## config.mk

```make
export PLATFORM = sky130hd
export DESIGN_NAME = clause_eval_top
export DESIGN_NICKNAME = d
export VERILOG_FILES = /design/src/design/sat_pkg.sv /design/src/design/eval_pkg.sv /design/src/design/clause_eval_top.sv /design/src/design/clause_evaluator.sv /design/src/design/clause_evaluator_cluster.sv /design/src/design/unsat_summary.sv
export SDC_FILE = /design/constraint.sdc
export NUM_CORES = 1
export LEC_CHECK = 0
export BUFFER_PORTS_ARGS = -buffer_cell sky130_fd_sc_hd__buf_2
export CORE_ASPECT_RATIO = 0.6
export CORE_UTILIZATION = 31
export CTS_CLUSTER_SIZE = 12
export DETAILED_ROUTE_END_ITERATION = 10
export GPL_TIMING_DRIVEN = 0
export HOLD_SLACK_MARGIN = 0.1
export PLACE_DENSITY_LB_ADDON = 0.15
export SETUP_SLACK_MARGIN = 0.02
export SLEW_MARGIN = 0
export SYNTH_ARGS = -nofsm -noshare
export SYNTH_HDL_FRONTEND = slang
export SYNTH_SLANG_ARGS = --single-unit
```

## constraint.sdc

```tcl
create_clock -name clk -period 8.7 [get_ports clk]
set_input_delay 0.87 -clock clk [delete_from_list [all_inputs] [get_ports clk]]
set_output_delay 0.87 -clock clk [all_outputs]
set_load 0.1 [all_outputs]
```

## src/design/sat_pkg.sv

```systemverilog
// Shape of one 3-SAT clause cluster and the vector types sized from it
// Dimensions are fixed here and all summary widths follow from them
// Literal k of clause c sits at bit c*NSAT+k of a cluster vector
// Changing NSAT or CLUSTER_SIZE resizes every port of the datapath
`default_nettype none

package sat_pkg;

    // Literals per clause
    localparam int NSAT = 3;

    // Clauses per cluster
    localparam int CLUSTER_SIZE = 20;

    // Literal bits across the whole cluster
    localparam int CLUSTER_LITS = NSAT * CLUSTER_SIZE;

    localparam int LIT_IDX_W    = $clog2(NSAT);
    localparam int CLAUSE_IDX_W = $clog2(CLUSTER_SIZE);
    // Count must reach CLUSTER_SIZE itself
    localparam int UNSAT_CNT_W  = $clog2(CLUSTER_SIZE + 1);

    // Position of a literal inside its clause
    typedef logic [LIT_IDX_W-1:0] lit_idx_t;

    // Clause number within the cluster
    typedef logic [CLAUSE_IDX_W-1:0] clause_idx_t;

    // Number of unsatisfied clauses
    typedef logic [UNSAT_CNT_W-1:0] unsat_count_t;

    // One bit per literal of a clause, for values or negation masks
    typedef logic [NSAT-1:0] clause_lits_t;

    // All literal bits of the cluster
    typedef logic [CLUSTER_LITS-1:0] cluster_lits_t;

endpackage

`default_nettype wire

```

## src/design/eval_pkg.sv

```systemverilog
// Result records produced by the clause checking datapath
// Field widths come from sat_pkg
// crit_lit and first are forced to 0 when they carry no meaning
`default_nettype none

package eval_pkg;

    import sat_pkg::*;

    // Per clause evaluation result
    typedef struct packed {
        // No literal true
        logic     unsat;
        // Exactly one literal true
        logic     brk;
        // Index of the sole true literal, 0 unless brk
        lit_idx_t crit_lit;
    } clause_result_t;

    // Cluster wide summary of unsatisfied clauses
    typedef struct packed {
        // How many clauses are unsatisfied
        unsat_count_t count;
        // Lowest unsatisfied clause, 0 if none
        clause_idx_t  first;
    } summary_t;

endpackage

`default_nettype wire

```

## src/design/clause_eval_top.sv

```systemverilog
// Two stage clause checking pipeline for one cluster
// All outputs describe the input vector from two cycles earlier
// Per clause results pass through one aligning bank to match the summary
// No back pressure so every accepted vector emerges
`timescale 1ns/100ps
`default_nettype none

module clause_eval_top
    import sat_pkg::*, eval_pkg::*;
(
    input  wire                     clk,
    input  wire                     rst_n_i,
    input  wire                     valid_i,
    input  wire cluster_lits_t      lit_val_i,
    input  wire cluster_lits_t      lit_neg_i,
    output logic                    valid_o,
    output logic [CLUSTER_SIZE-1:0] break_o,
    output logic [CLUSTER_SIZE-1:0] unsat_o,
    output lit_idx_t                crit_lit_o [CLUSTER_SIZE],
    output summary_t                summary_o
);

    logic                       s1_valid;
    clause_result_t             s1_res [CLUSTER_SIZE];
    clause_result_t             s2_res [CLUSTER_SIZE];
    logic [CLUSTER_SIZE-1:0]    s1_unsat;

    clause_evaluator_cluster clause_evaluator_cluster_i (
        .clk       (clk),
        .rst_n_i   (rst_n_i),
        .valid_i   (valid_i),
        .lit_val_i (lit_val_i),
        .lit_neg_i (lit_neg_i),
        .valid_o   (s1_valid),
        .results_o (s1_res)
    );

    always_comb begin
        for (int c = 0; c < CLUSTER_SIZE; c++) begin
            s1_unsat[c] = s1_res[c].unsat;
        end
    end

    unsat_summary unsat_summary_i (
        .clk       (clk),
        .rst_n_i   (rst_n_i),
        .valid_i   (s1_valid),
        .unsat_i   (s1_unsat),
        .valid_o   (valid_o),
        .summary_o (summary_o)
    );

    // Aligning bank so results line up with the summary stage
    always_ff @(posedge clk) begin
        if (!rst_n_i) begin
            for (int c = 0; c < CLUSTER_SIZE; c++) begin
                s2_res[c] <= '0;
            end
        end else if (s1_valid) begin
            for (int c = 0; c < CLUSTER_SIZE; c++) begin
                s2_res[c] <= s1_res[c];
            end
        end
    end

    // Flatten the records into the output vectors
    always_comb begin
        for (int c = 0; c < CLUSTER_SIZE; c++) begin
            break_o[c]    = s2_res[c].brk;
            unsat_o[c]    = s2_res[c].unsat;
            crit_lit_o[c] = s2_res[c].crit_lit;
        end
    end

endmodule

`default_nettype wire

```

## src/design/clause_evaluator.sv

```systemverilog
// Combinational check of a single clause
// A literal is true when its value bit differs from its negation bit
// clk is used only to sample the assertions
`timescale 1ns/100ps
`default_nettype none

module clause_evaluator
    import sat_pkg::*, eval_pkg::*;
(
    input  wire                 clk,
    input  wire clause_lits_t   lits_val_i,
    input  wire clause_lits_t   lits_neg_i,
    output clause_result_t      result_o
);

    clause_lits_t                lit_true;
    logic [$clog2(NSAT+1)-1:0]   n_true;
    lit_idx_t                    true_idx;
    logic                        is_brk;

    assign lit_true = lits_val_i ^ lits_neg_i;

    // Count true literals and remember where the last one was
    always_comb begin
        n_true   = '0;
        true_idx = '0;
        for (int k = 0; k < NSAT; k++) begin
            if (lit_true[k]) begin
                n_true   = n_true + 1'b1;
                true_idx = lit_idx_t'(k);
            end
        end
    end

    assign is_brk = (n_true == 1);

    // With a single true literal the last seen index is the only one
    assign result_o.unsat    = (n_true == '0);
    assign result_o.brk      = is_brk;
    assign result_o.crit_lit = is_brk ? true_idx : '0;

    // Unsatisfied and breakable describe different truth counts
    a_unsat_brk_excl: assert property (
        @(posedge clk) !(result_o.unsat && result_o.brk)
    ) else $error("clause flagged both unsatisfied and breakable");

    // Downstream logic relies on a clean index for non-breakable clauses
    a_crit_zero: assert property (
        @(posedge clk) !result_o.brk |-> (result_o.crit_lit == '0)
    ) else $error("crit_lit nonzero on non-breakable clause");

endmodule

`default_nettype wire

```

## src/design/clause_evaluator_cluster.sv

```systemverilog
// Stage one of the checking pipeline
// Evaluates all clauses of the cluster and registers the results
// Results only update on valid_i and hold otherwise
// Only the valid bit falls when no vector is presented
`timescale 1ns/100ps
`default_nettype none

module clause_evaluator_cluster
    import sat_pkg::*, eval_pkg::*;
(
    input  wire                 clk,
    input  wire                 rst_n_i,
    input  wire                 valid_i,
    input  wire cluster_lits_t  lit_val_i,
    input  wire cluster_lits_t  lit_neg_i,
    output logic                valid_o,
    output clause_result_t      results_o [CLUSTER_SIZE]
);

    // Unregistered per clause results
    clause_result_t eval_res [CLUSTER_SIZE];

    // One evaluator per clause on its own slice of the literal vectors
    for (genvar c = 0; c < CLUSTER_SIZE; c++) begin : g_clause
        clause_evaluator clause_evaluator_i (
            .clk        (clk),
            .lits_val_i (lit_val_i[c*NSAT +: NSAT]),
            .lits_neg_i (lit_neg_i[c*NSAT +: NSAT]),
            .result_o   (eval_res[c])
        );
    end

    // Stage one valid
    always_ff @(posedge clk) begin
        if (!rst_n_i) begin
            valid_o <= 1'b0;
        end else begin
            valid_o <= valid_i;
        end
    end

    // Stage one result bank
    always_ff @(posedge clk) begin
        if (!rst_n_i) begin
            for (int c = 0; c < CLUSTER_SIZE; c++) begin
                results_o[c] <= '0;
            end
        end else if (valid_i) begin
            for (int c = 0; c < CLUSTER_SIZE; c++) begin
                results_o[c] <= eval_res[c];
            end
        end
    end

    // Nothing may leave the pipeline straight out of reset
    a_valid_low_after_reset: assert property (
        @(posedge clk) !rst_n_i |=> !valid_o
    ) else $error("stage one valid high in the cycle after reset");

endmodule

`default_nettype wire

```

## src/design/unsat_summary.sv

```systemverilog
// Stage two of the checking pipeline
// Counts unsatisfied clauses and finds the lowest numbered one
// The summary updates only on valid_i and holds otherwise
// first reads 0 both for clause 0 and for no unsatisfied clause
// so count must be checked first
`timescale 1ns/100ps
`default_nettype none

module unsat_summary
    import sat_pkg::*, eval_pkg::*;
(
    input  wire                     clk,
    input  wire                     rst_n_i,
    input  wire                     valid_i,
    input  wire [CLUSTER_SIZE-1:0]  unsat_i,
    output logic                    valid_o,
    output summary_t                summary_o
);

    summary_t summary_d;

    always_comb begin
        summary_d = '0;

        // Population count
        for (int c = 0; c < CLUSTER_SIZE; c++) begin
            summary_d.count = summary_d.count + unsat_count_t'(unsat_i[c]);
        end

        // Scan downward so the lowest set bit is written last
        for (int c = CLUSTER_SIZE - 1; c >= 0; c--) begin
            if (unsat_i[c]) begin
                summary_d.first = clause_idx_t'(c);
            end
        end
    end

    // Stage two valid
    always_ff @(posedge clk) begin
        if (!rst_n_i) begin
            valid_o <= 1'b0;
        end else begin
            valid_o <= valid_i;
        end
    end

    // Stage two summary register
    always_ff @(posedge clk) begin
        if (!rst_n_i) begin
            summary_o <= '0;
        end else if (valid_i) begin
            summary_o <= summary_d;
        end
    end

    // Count can never exceed the clauses present
    a_count_range: assert property (
        @(posedge clk) disable iff (!rst_n_i)
        summary_o.count <= CLUSTER_SIZE
    ) else $error("unsat count %0d out of range", summary_o.count);

    // An empty summary must not point at a clause
    a_first_zero: assert property (
        @(posedge clk) disable iff (!rst_n_i)
        (summary_o.count == '0) |-> (summary_o.first == '0)
    ) else $error("first is %0d with zero unsat count", summary_o.first);

endmodule

`default_nettype wire

```

==> key figures <==
Outcome
  • Status: finished clean

Global route
  • First-pass GRT wire length: 39.1 mm
  • GRT Util Overall: 19.1%
  • GR met3 Demand/Resource: 4.36%
  • Initial antenna violation count: 1
  • Met2 usage: 28.1%
  • Vias in the first global route: 6,504
  • Pin count of the biggest net entering global routing: 54
  • Met1 GRT Util: 28.3%
  • GR peak layer: met1
  • Congestion Overflow GR: 0

Worst setup path
  • Crit-path max FO: 8
  • WP data arrival: 5140 ps
  • CP endpoint kind: flip-flop
  • Critical path's slowest cell: dfxtp_1
  • Startpoint types: flip-flop
  • Worst Path Required: 9000 ps
  • CP cell instances: ha_1 > inv_1 > fa_1 > fa_1 > fa_1 > fa_1 > fa_1 > inv_1 > fa_1 > fa_1 > a21o_1 > a21oi_1 > a21oi_1
  • Setup Crit Path Kind: flip-flop to flip-flop
  • CP max stage delay: 590 ps
  • Crit path top cell by count: fa_1

Synth
  • Register area share after synthesis: 49.9%
  • Syn Nets: 1,023
  • Mapped Cells: 839
  • Yosys Warn Count: 0
  • Post-Syn Area: 8500 µm²
  • Register bit total from synthesis: 172
  • Avg Cell Area, Syn: 10.1 µm²
  • Synth cell types: 45

Timing
  • Final Max Tran Viols: 0
  • Skew final: 10.8 ps
  • Final hold vios: 0
  • Fmax: 207 MHz
  • Smallest hold slack: 459 ps
  • Setup TNS: 0 ps
  • Ratio of final minimum period to clock period: 55.6%
  • Slew of the pin with the lowest slew margin: 977 ps
  • Worst rel slew slack: 34.8%
  • Final setup violating endpoints: 0
  • RSZ-0062 raised after global routing: false
  • Min cycle time layout: 4840 ps

Power and ir drop
  • Leak Pwr: 4.99 nW
  • Power density cells: 228 nW/µm²
  • Worst vdd ir: 0.000122 V
  • Overall power: 2.44 mW

Clock tree
  • CTS Sinks: 172
  • Max Buffers Root-to-Sink: 2
  • Clock Pin Slew Worst Setup and Hold Paths: 70 ps
  • H-Tree Depth: 4
  • Cts repair resizes: 0
  • # hold bufs at CTS: 0
  • Clock buffer count from CTS: 17
  • Post-CTS Setup Repair Bufs: 0
  • CTS tree: done
  • Clock Latency Late Sink: 440 ps
  • CTS Root Cell: clkbuf_16

Final layout
  • Multi-input gate area: 3750 µm²
  • Final std cells w/o fill: 1,445
  • Layout cell share with drive strength beyond 1: 24.5%
  • Final Instance Area: 10,700 µm²
  • NumNets Final: 1,255
  • Layout fillers: 2,674
  • Seq. cell area: 4240 µm²
  • Area growth, synth to finish: 25.7%

Die
  • Die Wd: 216 µm
  • Die area: 28,100 µm²
  • Die H: 130 µm
  • I/O Pins: 214
  • Core area: 26,600 µm²
  • Initial Util: 31.9%
  • # rows: 46

Hold path
  • Worst hold path type: flip-flop to flip-flop

Placed design
  • Final HPWL DP: 19.4 mm
  • DP Area: 10,000 µm²
  • Placed cells: 1,412
  • IO buf count: 212
  • Final GP Congestion: 0.825

Detailed routing
  • Final WL: 26.5 mm
  • Iter 0 DRT Violations: 517
  • # DRC: 0
  • Via-per-instance ratio: 4.86
  • ANT nets after route: 0
  • Vias: 7,021
  • DRT Pass-1 Iters: 5
  • Routed len/inst: 18.3 µm

Run
  • Max Cap Viol: 0
## per-stage QoR
stage	setup slack [ps]	utilization, %
floorplan	4310	-
global placement	3910	37.6
finish	3860	40.1
detailed placement	3890	37.7
CTS	3830	40.1
global route	3680	40.1
## state kept, by name, summed over array words and instances, names as in the netlist
name	cells
unsat_summary_i.valid_o	1
s2_res	80
clause_evaluator_cluster_i.results_o	80
unsat_summary_i.summary_o	10
clause_evaluator_cluster_i.valid_o	1
## layer usage
metal / vias up / routed length [µm]
met3: 11 / 1690
met1: 3343 / 13600
met2: 225 / 11100
met4: 0 / 159
met5: - / 0
li1: 3442 / -
## power breakdown
part           switching [mW]  total [mW]  leakage [nW]  internal, mW
Clock                   0.351       0.840         0.311         0.489
Combinational           0.473       0.667          3.07         0.194
Sequential             0.0343       0.930          1.61         0.896
Total                   0.859        2.44          4.99          1.58
## Yosys cell counts (all sizes together)
cell / n / area [µm²]
nand3b: 4 / 30.0
a21o: 3 / 22.5
mux2i: 4 / 40.0
o311ai: 1 / 8.76
or3: 1 / 6.26
a21oi: 71 / 355
xor2: 58 / 523
o21bai: 1 / 7.51
a311oi: 2 / 17.5
xnor2: 3 / 26.3
inv: 84 / 315
buf: 15 / 78.8
and2: 5 / 31.3
a22oi: 3 / 22.5
a31oi: 35 / 219
o211ai: 2 / 15.0
or2b: 2 / 15.0
clkbuf: 28 / 105
and3: 72 / 450
nor3: 34 / 170
edfxtp: 80 / 2400
nand4: 20 / 125
fa: 13 / 260
o311a: 1 / 10.0
nand2b: 4 / 25.0
nor2: 19 / 78.8
a221oi: 1 / 8.76
a211oi: 6 / 45.0
a32o: 3 / 30.0
nor4: 5 / 50.1
nand3: 18 / 90.1
o31ai: 2 / 15.0
o21ai: 43 / 215
or2: 2 / 12.5
o32ai: 2 / 17.5
dfxtp: 92 / 1840
ha: 48 / 601
nor2b: 6 / 37.5
nand2: 46 / 173
## layout make-up
type                    count  area share (%)
repair buffers            213            10.2
multi-input cells         540            35.2
diodes                      1          0.0234
clock inverters            14            1.94
flip-flops and latches    172            39.7
inverters                  84            2.98
well taps                 360            4.22
plain buffers              43            1.72
clock buffers              18            4.02
## cells in the final DEF (no fill, tap or decap), types with 3 or more instances in the layout
| cell | instances |
|---|---|
| a211oi_1 | 6 |
| a21o_1 | 3 |
| a21oi_1 | 71 |
| a22oi_1 | 3 |
| a31oi_1 | 35 |
| a32o_1 | 3 |
| and2_1 | 5 |
| and3_1 | 72 |
| buf_2 | 224 |
| bufinv_16 | 4 |
| clkbuf_1 | 29 |
| clkbuf_16 | 17 |
| clkinv_4 | 4 |
| dfxtp_1 | 92 |
| edfxtp_1 | 80 |
| fa_1 | 13 |
| ha_1 | 48 |
| inv_1 | 82 |
| inv_6 | 6 |
| mux2i_1 | 4 |
| nand2_1 | 46 |
| nand2b_1 | 4 |
| nand3_1 | 18 |
| nand3b_1 | 4 |
| nand4_1 | 20 |
| nor2_1 | 18 |
| nor2b_1 | 6 |
| nor3_1 | 34 |
| nor4_2 | 3 |
| o21ai_0 | 43 |
| xnor2_1 | 3 |
| xor2_1 | 56 |
## kinds of logic (layout without fill, tap and decap cells)
kind of cell / Yosys count / in the layout / share of synthesized area [%]
fa+ha+maj: 61 / 61 / 10.1
mux: 4 / 4 / 0.471
simple gates: 238 / 238 / 15.2
buf+inv: 127 / 372 / 5.87
compound gates: 176 / 176 / 11.9
xor+xnor: 61 / 61 / 6.46
flops: 172 / 172 / 49.9
other cells: 0 / 1 / 0
## worst max-delay path, delay by kind of cell, from the launching register on
family | cells | cell delay, ps
flops | 1 | 590
buf+inv | 2 | 130
compound gates | 3 | 430
fa+ha+maj | 8 | 3550
## worst paths after layout
check                                            from                                       end  slack [ps]  cells past startpoint
max reg2reg  clause_evaluator_cluster_i.results_o[75]              unsat_summary_i.summary_o[9]        3860                     13
max          clause_evaluator_cluster_i.results_o[75]              unsat_summary_i.summary_o[9]        3860                     13
min          clause_evaluator_cluster_i.results_o[36]  clause_evaluator_cluster_i.results_o[36]         460                      2
min reg2reg  clause_evaluator_cluster_i.results_o[36]  clause_evaluator_cluster_i.results_o[36]         460                      2
Power figures use the tool's default switching activity.
